[src/logic/rooth_config.svh]
/*
 * Core configuration for the execute stage
 * Data width, product width, shift-amount width and operation code width
 */

`ifndef ROOTH_CONFIG_SVH
`define ROOTH_CONFIG_SVH

// Data word and full product
`define CPU_WIDTH        32
`define CPU_DOUBLE_WIDTH 64

// Low bits of src2 that a shift uses
`define SHAMT_WIDTH      5

`define ALU_OP_WIDTH     5

`endif

[src/logic/rooth_pkg.sv]
/*
 * Shared types of the execute stage
 * Operation codes, the issued request and the result with its branch flags
 */

`include "rooth_config.svh"

package rooth_pkg;

    // ----------------------------------------------------------
    // Operation codes
    // ----------------------------------------------------------
    typedef enum logic [`ALU_OP_WIDTH-1:0] {
        ALU_ADD    = 5'd0,
        ALU_SUB    = 5'd1,
        ALU_XOR    = 5'd2,
        ALU_OR     = 5'd3,
        ALU_AND    = 5'd4,
        ALU_SLL    = 5'd5,
        ALU_SRL    = 5'd6,
        ALU_SRA    = 5'd7,
        ALU_SLT    = 5'd8,
        ALU_SLTU   = 5'd9,
        ALU_MUL    = 5'd10,
        ALU_MULH   = 5'd11,
        ALU_MULHU  = 5'd12,
        ALU_MULHSU = 5'd13,
        ALU_DIV    = 5'd14,
        ALU_DIVU   = 5'd15,
        ALU_REM    = 5'd16,
        ALU_REMU   = 5'd17,
        ALU_NOP    = 5'd18
    } alu_op_e;

    // ----------------------------------------------------------
    // Request and result
    // ----------------------------------------------------------
    typedef struct packed {
        alu_op_e                op;
        logic [`CPU_WIDTH-1:0]  src1;
        logic [`CPU_WIDTH-1:0]  src2;
    } exec_req_t;

    // Flags used by branch resolution
    typedef struct packed {
        logic zero;
        logic less;
        logic more_zero;
    } alu_flags_t;

    typedef struct packed {
        logic [`CPU_WIDTH-1:0]  result;
        alu_flags_t             flags;
    } exec_res_t;

endpackage

[src/logic/alu_core.sv]
/*
 * ALU core
 * Combinational datapath for every single-cycle operation, plus the
 * request toward the multi-cycle divider for divide and remainder
 */

`timescale 1ns/10ps

`include "rooth_config.svh"

module alu_core (
    input  rooth_pkg::exec_req_t        req_i,
    input  logic                        div_ready_i,
    input  logic [`CPU_WIDTH-1:0]       div_result_i,
    output logic [`CPU_WIDTH-1:0]       dividend_o,
    output logic [`CPU_WIDTH-1:0]       divisor_o,
    output rooth_pkg::alu_op_e          div_op_o,
    output logic                        div_start_o,
    output logic                        done_o,
    output rooth_pkg::exec_res_t        res_o
);

    logic [`CPU_WIDTH-1:0]          src1;
    logic [`CPU_WIDTH-1:0]          src2;
    logic                           src1_neg;
    logic                           src2_neg;
    logic [`CPU_WIDTH-1:0]          src1_inv;
    logic [`CPU_WIDTH-1:0]          src2_inv;
    logic [`SHAMT_WIDTH-1:0]        shamt;
    logic [`CPU_WIDTH-1:0]          sub_res;
    logic [`CPU_DOUBLE_WIDTH-1:0]   sra_ext;
    logic                           slt_res;
    logic                           sltu_res;
    logic [`CPU_WIDTH-1:0]          mul_a;
    logic [`CPU_WIDTH-1:0]          mul_b;
    logic [`CPU_DOUBLE_WIDTH-1:0]   product;
    logic [`CPU_DOUBLE_WIDTH-1:0]   product_inv;

    assign src1     = req_i.src1;
    assign src2     = req_i.src2;
    assign src1_neg = src1[`CPU_WIDTH-1];
    assign src2_neg = src2[`CPU_WIDTH-1];
    assign src1_inv = ~src1 + 1'b1;
    assign src2_inv = ~src2 + 1'b1;
    assign shamt    = src2[`SHAMT_WIDTH-1:0];
    assign sub_res  = src1 - src2;

    // Arithmetic shift through a sign-extended double word
    assign sra_ext  = {{`CPU_WIDTH{src1_neg}}, src1} >> shamt;

    // When the signs differ the negative one is less
    assign slt_res  = (src1_neg != src2_neg) ? src1_neg : (src1 < src2);
    assign sltu_res = (src1 < src2);

    // ----------------------------------------------------------
    // Multiplier over one product of magnitudes
    // ----------------------------------------------------------
    always_comb begin
        mul_a = src1;
        mul_b = src2;
        case (req_i.op)
            rooth_pkg::ALU_MULH: begin
                mul_a = src1_neg ? src1_inv : src1;
                mul_b = src2_neg ? src2_inv : src2;
            end
            rooth_pkg::ALU_MULHSU: begin
                mul_a = src1_neg ? src1_inv : src1;
            end
            default: begin
                mul_a = src1;
                mul_b = src2;
            end
        endcase
    end

    assign product     = {{`CPU_WIDTH{1'b0}}, mul_a} * {{`CPU_WIDTH{1'b0}}, mul_b};
    assign product_inv = ~product + 1'b1;

    // ----------------------------------------------------------
    // Result select and divider request
    // ----------------------------------------------------------
    always_comb begin
        res_o       = '0;
        dividend_o  = '0;
        divisor_o   = '0;
        div_op_o    = rooth_pkg::ALU_NOP;
        div_start_o = 1'b0;
        done_o      = 1'b1;
        case (req_i.op)
            rooth_pkg::ALU_ADD: res_o.result = src1 + src2;
            rooth_pkg::ALU_SUB: begin
                res_o.result     = sub_res;
                res_o.flags.zero = (sub_res == '0);
            end
            rooth_pkg::ALU_XOR: res_o.result = src1 ^ src2;
            rooth_pkg::ALU_OR:  res_o.result = src1 | src2;
            rooth_pkg::ALU_AND: res_o.result = src1 & src2;
            rooth_pkg::ALU_SLL: res_o.result = src1 << shamt;
            rooth_pkg::ALU_SRL: res_o.result = src1 >> shamt;
            rooth_pkg::ALU_SRA: res_o.result = sra_ext[`CPU_WIDTH-1:0];
            rooth_pkg::ALU_SLT: begin
                res_o.result          = {{(`CPU_WIDTH-1){1'b0}}, slt_res};
                res_o.flags.less      = slt_res;
                res_o.flags.more_zero = ~slt_res;
            end
            rooth_pkg::ALU_SLTU: begin
                res_o.result          = {{(`CPU_WIDTH-1){1'b0}}, sltu_res};
                res_o.flags.less      = sltu_res;
                res_o.flags.more_zero = ~sltu_res;
            end
            rooth_pkg::ALU_MUL:   res_o.result = product[`CPU_WIDTH-1:0];
            rooth_pkg::ALU_MULHU: res_o.result = product[`CPU_DOUBLE_WIDTH-1:`CPU_WIDTH];
            rooth_pkg::ALU_MULH: begin
                if (src1_neg ^ src2_neg) begin
                    res_o.result = product_inv[`CPU_DOUBLE_WIDTH-1:`CPU_WIDTH];
                end else begin
                    res_o.result = product[`CPU_DOUBLE_WIDTH-1:`CPU_WIDTH];
                end
            end
            rooth_pkg::ALU_MULHSU: begin
                if (src1_neg) begin
                    res_o.result = product_inv[`CPU_DOUBLE_WIDTH-1:`CPU_WIDTH];
                end else begin
                    res_o.result = product[`CPU_DOUBLE_WIDTH-1:`CPU_WIDTH];
                end
            end
            rooth_pkg::ALU_DIV, rooth_pkg::ALU_DIVU,
            rooth_pkg::ALU_REM, rooth_pkg::ALU_REMU: begin
                // Hold start until the divider answers
                dividend_o = src1;
                divisor_o  = src2;
                div_op_o   = req_i.op;
                if (div_ready_i) begin
                    res_o.result = div_result_i;
                end else begin
                    div_start_o = 1'b1;
                    done_o      = 1'b0;
                end
            end
            default: begin
                // NOP and unused codes finish with a zero result
                res_o = '0;
            end
        endcase
    end

endmodule

[src/logic/div_unit.sv]
/*
 * Iterative divider
 * Restoring radix-2 division on operand magnitudes, one bit per cycle,
 * with sign fix-up and quotient or remainder select at the end
 */

`timescale 1ns/10ps

`include "rooth_config.svh"

module div_unit (
    input  logic                    clk_i,
    input  logic                    arst_n_i,
    input  logic                    start_i,
    input  logic [`CPU_WIDTH-1:0]   dividend_i,
    input  logic [`CPU_WIDTH-1:0]   divisor_i,
    input  rooth_pkg::alu_op_e      op_i,
    output logic                    ready_o,
    output logic [`CPU_WIDTH-1:0]   result_o
);

    localparam int CNT_W = $clog2(`CPU_WIDTH);

    typedef enum logic [1:0] {
        ST_IDLE = 2'd0,
        ST_RUN  = 2'd1,
        ST_DONE = 2'd2
    } div_state_e;

    div_state_e                 state_q;
    logic [CNT_W-1:0]           cnt_q;
    logic                       load;
    logic                       signed_op;
    logic                       a_neg;
    logic                       b_neg;

    // Working registers
    logic [`CPU_WIDTH-1:0]      quo_q;
    logic [`CPU_WIDTH-1:0]      rem_q;
    logic [`CPU_WIDTH-1:0]      divisor_q;
    logic [`CPU_WIDTH-1:0]      dividend_q;
    logic                       neg_quo_q;
    logic                       neg_rem_q;
    logic                       div_zero_q;
    logic                       rem_sel_q;

    logic [`CPU_WIDTH:0]        rem_shift;
    logic [`CPU_WIDTH:0]        trial;
    logic [`CPU_WIDTH-1:0]      quo_fix;
    logic [`CPU_WIDTH-1:0]      rem_fix;

    // Operands load only in idle and start is ignored while running
    assign load      = (state_q == ST_IDLE) && start_i;
    assign signed_op = (op_i == rooth_pkg::ALU_DIV) || (op_i == rooth_pkg::ALU_REM);
    assign a_neg     = signed_op & dividend_i[`CPU_WIDTH-1];
    assign b_neg     = signed_op & divisor_i[`CPU_WIDTH-1];

    // Shift in the next dividend bit and try the subtraction
    assign rem_shift = {rem_q, quo_q[`CPU_WIDTH-1]};
    assign trial     = rem_shift - {1'b0, divisor_q};

    // ----------------------------------------------------------
    // Control FSM
    // ----------------------------------------------------------
    always_ff @(posedge clk_i or negedge arst_n_i) begin
        if (!arst_n_i) begin
            state_q <= ST_IDLE;
            cnt_q   <= '0;
        end else begin
            case (state_q)
                ST_IDLE: begin
                    if (start_i) begin
                        state_q <= ST_RUN;
                        cnt_q   <= '0;
                    end
                end
                ST_RUN: begin
                    cnt_q <= cnt_q + 1'b1;
                    if (cnt_q == CNT_W'(`CPU_WIDTH-1)) begin
                        state_q <= ST_DONE;
                    end
                end
                default: state_q <= ST_IDLE;
            endcase
        end
    end

    // ----------------------------------------------------------
    // Datapath
    // ----------------------------------------------------------
    always_ff @(posedge clk_i) begin
        if (load) begin
            quo_q      <= a_neg ? (~dividend_i + 1'b1) : dividend_i;
            divisor_q  <= b_neg ? (~divisor_i + 1'b1) : divisor_i;
            rem_q      <= '0;
            dividend_q <= dividend_i;
            neg_quo_q  <= a_neg ^ b_neg;
            neg_rem_q  <= a_neg;
            div_zero_q <= (divisor_i == '0);
            rem_sel_q  <= (op_i == rooth_pkg::ALU_REM) || (op_i == rooth_pkg::ALU_REMU);
        end else if (state_q == ST_RUN) begin
            if (!trial[`CPU_WIDTH]) begin
                rem_q <= trial[`CPU_WIDTH-1:0];
                quo_q <= {quo_q[`CPU_WIDTH-2:0], 1'b1};
            end else begin
                rem_q <= rem_shift[`CPU_WIDTH-1:0];
                quo_q <= {quo_q[`CPU_WIDTH-2:0], 1'b0};
            end
        end
    end

    // MIN / -1 already yields MIN and a zero remainder before the sign fix-up
    always_comb begin
        quo_fix = neg_quo_q ? (~quo_q + 1'b1) : quo_q;
        rem_fix = neg_rem_q ? (~rem_q + 1'b1) : rem_q;
        if (div_zero_q) begin
            quo_fix = '1;
            rem_fix = dividend_q;
        end
    end

    assign result_o = rem_sel_q ? rem_fix : quo_fix;
    assign ready_o  = (state_q == ST_DONE);

endmodule

[src/logic/exec_unit.sv]
/*
 * Execute stage top
 * Holds one request, runs it through the ALU core or the divider
 * and registers the result with a one-cycle valid pulse
 */

`timescale 1ns/10ps

`include "rooth_config.svh"

module exec_unit (
    input  logic                    clk_i,
    input  logic                    arst_n_i,
    input  logic                    valid_i,
    input  rooth_pkg::exec_req_t    req_i,
    output logic                    busy_o,
    output logic                    res_valid_o,
    output rooth_pkg::exec_res_t    res_o
);

    rooth_pkg::exec_req_t       req_q;
    logic                       held_q;
    rooth_pkg::exec_req_t       core_req;

    logic [`CPU_WIDTH-1:0]      div_dividend;
    logic [`CPU_WIDTH-1:0]      div_divisor;
    rooth_pkg::alu_op_e         div_op;
    logic                       div_start;
    logic                       div_ready;
    logic [`CPU_WIDTH-1:0]      div_result;
    logic                       core_done;
    rooth_pkg::exec_res_t       core_res;
    logic                       finish;

    // ----------------------------------------------------------
    // Request register
    // ----------------------------------------------------------
    always_ff @(posedge clk_i) begin
        if (valid_i && !held_q) begin
            req_q <= req_i;
        end
    end

    // Nothing held looks like a NOP, so the divider never starts idle
    always_comb begin
        core_req = req_q;
        if (!held_q) begin
            core_req.op = rooth_pkg::ALU_NOP;
        end
    end

    assign finish = held_q && core_done;

    always_ff @(posedge clk_i or negedge arst_n_i) begin
        if (!arst_n_i) begin
            held_q <= 1'b0;
        end else if (valid_i && !held_q) begin
            held_q <= 1'b1;
        end else if (finish) begin
            held_q <= 1'b0;
        end
    end

    assign busy_o = held_q;

    alu_core u_alu_core (
        .req_i        (core_req),
        .div_ready_i  (div_ready),
        .div_result_i (div_result),
        .dividend_o   (div_dividend),
        .divisor_o    (div_divisor),
        .div_op_o     (div_op),
        .div_start_o  (div_start),
        .done_o       (core_done),
        .res_o        (core_res)
    );

    div_unit u_div_unit (
        .clk_i      (clk_i),
        .arst_n_i   (arst_n_i),
        .start_i    (div_start),
        .dividend_i (div_dividend),
        .divisor_i  (div_divisor),
        .op_i       (div_op),
        .ready_o    (div_ready),
        .result_o   (div_result)
    );

    // ----------------------------------------------------------
    // Result register
    // ----------------------------------------------------------
    always_ff @(posedge clk_i or negedge arst_n_i) begin
        if (!arst_n_i) begin
            res_valid_o <= 1'b0;
            res_o       <= '0;
        end else begin
            res_valid_o <= finish;
            if (finish) begin
                res_o <= core_res;
            end
        end
    end

endmodule

[config.mk]
export PLATFORM = sky130hd
export DESIGN_NAME = exec_unit
export DESIGN_NICKNAME = d
export VERILOG_FILES = /design/src/logic/rooth_pkg.sv /design/src/logic/alu_core.sv /design/src/logic/div_unit.sv /design/src/logic/exec_unit.sv
export VERILOG_INCLUDE_DIRS = /design/src /design/src/logic
export SDC_FILE = /design/constraint.sdc
export NUM_CORES = 2
export LEC_CHECK = 0
export ABC_AREA = 0
export ABC_CLOCK_PERIOD_IN_PS = 26800
export BUFFER_PORTS_ARGS = -buffer_cell sky130_fd_sc_hd__buf_4
export CAP_MARGIN = 5
export CORE_ASPECT_RATIO = 1.4
export CORE_MARGIN = 8
export CORE_UTILIZATION = 45
export CTS_CLUSTER_DIAMETER = 40
export DETAILED_ROUTE_END_ITERATION = 8
export PLACE_DENSITY = 0.72
export SYNTH_ARGS = -nofsm -noshare
export SYNTH_HDL_FRONTEND = slang
export SYNTH_SLANG_ARGS = --single-unit
[constraint.sdc]
create_clock -name clk_i -period 26.8 [get_ports clk_i]
set_input_delay 8.04 -clock clk_i [delete_from_list [all_inputs] [get_ports clk_i]]
set_output_delay 8.04 -clock clk_i [all_outputs]
set_load 0.01 [all_outputs]
Word-level counts from Yosys, hierarchy flattened
Cells that the tools add are included. W data, S select, Z words.

$add $sub $neg: 11. $mul: 1. Divide/modulo/power cells: 0. $lt $le $gt $ge: 1. Equal/unequal tests: 26. Shift-type cells: 3. Muxes and demuxes: 37. Bitwise operators: 16. Reductions and logical operators: 17.

Operators by type and width (count): $mux W32 (19); $pmux W32 S15 (1); $add A32 B1 Y32 const B (6); $not A32 Y32 (6); $add A64 B1 Y64 const B (1); $logic_not A32 Y1 (2); $mul A32 B32 Y64 (1); $not A64 Y64 (1); $shr A64 B5 Y32 (1); $eq A5 B4 Y1 const B (9); $sub A33 B32 Y33 (1); $add A32 B32 Y32 (1); $and A32 B32 Y32 (1); $lt A32 B32 Y1 (1); $or A32 B32 Y32 (1); $shl A32 B5 Y32 (1); $shr A32 B5 Y32 (1); $sub A32 B32 Y32 (1); $xor A32 B32 Y32 (1); $eq A5 B5 Y1 const B (5); $eq A5 B3 Y1 const B (4); $mux W5 (3); $eq A5 B2 Y1 const B (2); $pmux W5 S2 (1); other kinds (21) (41).

Register bits after elaboration: 245. Latch bits: 0. RAM bits: 0. Memory bits (read-only): 0. Input port bits: 72. Output and inout bits: 37. Word-level logic and storage cells: 131. Memories kept: 0.

Depth between registers and ports, before layout
Depth after elaboration: 9. Depth in mapped cells: 42. Gate-level depth less buffers: 38.

Hierarchy
From an unflattened synthesis, not the netlist that was laid out.

Cell total of the unflattened synthesis: 7011. Area total of the unflattened synthesis: 58115.7 µm².

By module, submodules not included: alu_core (times used 1, cells each 5671, area each 44276.2 µm²); div_unit (times used 1, cells each 1186, area each 10238.6 µm²); exec_unit (times used 1, cells each 154, area each 3601.0 µm²).

Worst setup path before layout
No wires, ideal clock.

Path kind: input-to-reg. Start: input port valid_i. End: register req_q, in the netlist core_req[0] (enable). Setup time: 0.505 ns. Arrival time: 11.090 ns. Required time: 26.295 ns. Path slack: 15.205 ns. Stages on the path: 1. Path through: nor2b_1.

Cells in the longest elaborated chain, start to end: 1.

RTL lines: from (decl) (RTL line exec_unit.sv:14) `input logic valid_i,`; $logic_and A1 B1 Y1 (RTL line exec_unit.sv:39) `if (valid_i && !held_q) begin`; to (signal assigned) (RTL line exec_unit.sv:40) `req_q <= req_i;`; to (decl) (RTL line exec_unit.sv:21) `rooth_pkg::exec_req_t req_q;`.

Every way passes these cells. A chain may end at the register's enable or synchronous reset.

Worst setup path in the final report
Start: register req_q, in the netlist core_req[1]. End: register res_o[25] in the netlist's numbering.

Cells in the longest elaborated chain, start to end: 9. Elaborated cells between the ends (all ways): 15.

RTL lines: $not A32 Y32 (RTL line alu_core.sv:44) `assign src2_inv = ~src2 + 1'b1;`; $add A32 B1 Y32 (RTL line alu_core.sv:44); $mux W32 (RTL line alu_core.sv:64) `mul_b = src2_neg ? src2_inv : src2;`; $mux W32 (RTL line alu_core.sv:61) `case (req_i.op)`; $mul A32 B32 Y64 (RTL line alu_core.sv:76) `` assign product = {{`CPU_WIDTH{1'b0}}, mul_a} * {{`CPU_WIDTH{1'b0}}, mul_b}; ``; $not A64 Y64 (RTL line alu_core.sv:77) `assign product_inv = ~product + 1'b1;`; $add A64 B1 Y64 (RTL line alu_core.sv:77); $mux W32, on equally long branches (RTL line alu_core.sv:121, alu_core.sv:114); $pmux W32 S15 * (RTL line alu_core.sv:89) `case (req_i.op)`; to (signal assigned) (RTL line exec_unit.sv:99) `res_o <= core_res;`; to (decl) (RTL line exec_unit.sv:18) `output rooth_pkg::exec_res_t res_o`.

Mark *: on every way between the ends. The rest lies on a longest branch, timed or not.

==> results.toml <==
[worst_setup_path]
cp-start-kind = "register"
crit_top_cell = "fa_1"
crit_buf_inv = 3
worstSetupEndpointType = "register"
worstPathMaxFanout = 37
cp_slowest_cell = "xnor2_2"
cp.arrival_ns = 15.01
path_class = "reg -> reg"
reg2regPathDepth = 36
critical_path.top_delay_family = "simple AND/OR/NAND/NOR gates"
cpPeakStageDelay_ns = 1.02
cp.depth = 36
crit_required_ns = 27.30

[grt]
grt_overflow_total = 0
grt_pass1_wl_um = 398000
antenna_found_initial = 12
gr-usage-all-layers = 0.402
grt_max_degree = 94
grt_pass1_vias = 55900

[timing]
finalMaxSlewViolations = 0
period_needed_ns = 14.50
fin_crit_sh = 0.541
finalSetupViolCount = 0
finalHoldViolCount = 0
rsz0062_at_grt = "false"
maxSlewHeadroom = 0.121
clock_skew_ns = 0.0295
fin_ws_ns = 12.30
fin_setup_tns_ns = 0
worst_pin_slew_ns = 1.31
fmax_mhz = 69.0

[clock_network]
clock_sinks = 245
cts_setup_buffers = 0
cts_hold_buf = 0
cts-resized-gates = 0
clk_pin_slew_ns = 0.07
root_buffer = "clkbuf_16"
insertion_delay_ns = 0.62
cts_made_buffers = 37
cts_tree = "done"
h-tree-depth = 2
cts_buffer_depth = 3

[yosys]
yosys_most_used_dff = "edfxtp_1"
synth_area_leader_cell = "fa_1"
syn_inst = 6851
syn_nets = 8222
syn_area_um2 = 57000
yosysTopAreaCellShare = 0.316
ys_seq_area_frac = 0.120
synthArstFlopShare = 0.180
synth_edf_count = 169
synth_area_leaders = "fa_1 32%, edfxtp_1 8.9%, ha_1 8.8%"
yosysWarningCount = 0
synth_area_per_cell_um2 = 8.32
ys_types = 107
ys_seq_elements = 245

[run_status]
status = "finished clean"

[routing]
wl_per_cell_um = 33.2
drt_wl_total_um = 282000
dr.pass1.iters = 8
routed_via_density = 6.24
drt_iter0_drc = 5234
ant_nets = 0
route.vias.total = 53100
drc = 0

[place]
pre_cts_ws_ns = 12.96
place_area_um2 = 60700
hpwl_um = 231000
place_congestion = 1.08
port_buffers = 108

[floorplanning]
core_area_um2 = 126000
row_count = 154
dieArea_um2 = 138000
initial_core_util = 0.453
dieWidth_um = 317
ios = 109
die_y_um = 437

[worst_hold_path]
hold_path.class = "reg -> reg"
hold_depth = 1

[finish]
layout_common_cells = "1,034 x inv_1, 899 x fa_1, 891 x nor2_1"
area_growth_pct = 8.72
postLayoutCoreUtil = 0.492
fin_nets = 8207
final_common_cell = "inv_1"
design_area_um2 = 61900
fill_cells = 12200
drive_gt1_frac = 0.0756

[run]
cap_violations = 0
==> synthesized netlist by cell type (24+ instances only) <==
cell and number:
a21oi_1 277, nand2_1 833, a21o_1 56, a221o_1 26, a211oi_1 49, edfxtp_1 169, or3_1 35, o21bai_1 24
a22oi_1 28, a31oi_1 29, nor3_1 93, dfrtp_1 44, o21ai_0 334, mux2i_1 155, o21a_1 29, nor2_1 896
a221oi_1 53, clkbuf_1 321, o21ai_1 26, fa_1 899, o211ai_1 39, dfxtp_1 32, nand2b_1 47, nor4_1 38
nand3_1 73, inv_1 1037, o31ai_1 47, nand4_1 43, and2_1 26, ha_1 400, xnor2_1 262, xor2_1 70
==> logic make-up after synthesis <==
kind of cell	after synthesis	synth area share
mux	164	0.0298
buf+inv	1413	0.0939
simple gates	2213	0.167
xor+xnor	335	0.0519
compound gates	1182	0.134
flops	245	0.120
fa+ha+maj	1299	0.404
==> sequential cells by signal, summed over array words and instances (netlist names) <==
signal                 flops
res_valid_o                1
u_div_unit.quo_q          32
u_div_unit.rem_q          32
u_div_unit.dividend_q     32
u_div_unit.cnt_q           5
u_div_unit.neg_rem_q       1
u_div_unit.div_zero_q      1
u_div_unit.state_q         2
busy_o                     1
u_div_unit.divisor_q      32
u_div_unit.rem_sel_q       1
res_o                     35
u_div_unit.neg_quo_q       1
core_req                  64
req_q                      5
==> layout make-up <==
type	count	area, um2	area share
Tap cell	1638	2050	0.0331
Clock buffer	41	951	0.0154
Multi-Input combinational cell	5193	45500	0.735
Antenna cell	8	20.0	0.000323
Sequential cell	245	6820	0.110
Inverter	1044	3920	0.0633
Clock inverter	27	284	0.00458
Timing Repair Buffer	315	2360	0.0382
==> worst paths after layout <==
| kind | slack (ns) | end | startpoint |
|---|---|---|---|
| max in group asynchronous | 18.74 | res_o[12] | arst_n_i |
| worst max register to register | 12.30 | res_o[25] | core_req[1] |
| worst min register to register | 0.49 | res_o[1] | res_o[1] |
| worst max-delay path | 12.30 | res_o[25] | core_req[1] |
| worst min-delay path | 0.49 | res_o[1] | res_o[1] |
| min in group asynchronous | 7.51 | u_div_unit.cnt_q[2] | arst_n_i |
==> through the flow <==
stage | instances | hold WS [ns]
after floorplan | 6851 | 0.465
after global placement | 8435 | 0.464
after detailed placement | 8435 | 0.471
after CTS | 8503 | 0.492
after global routing | 8505 | 0.520
final | 8511 | 0.492
==> layer usage <==
layer	track usage	vias up	wire (um)
met4	0.358	2	31400
met1	0.424	26700	93100
met2	0.676	3074	135000
li1	-	22300	-
met3	0.0826	1140	22400
met5	0	-	17
Power is left out: the tool's default activity adds up to more than one toggle a clock period on the data nets, which glitch-free logic cannot reach.
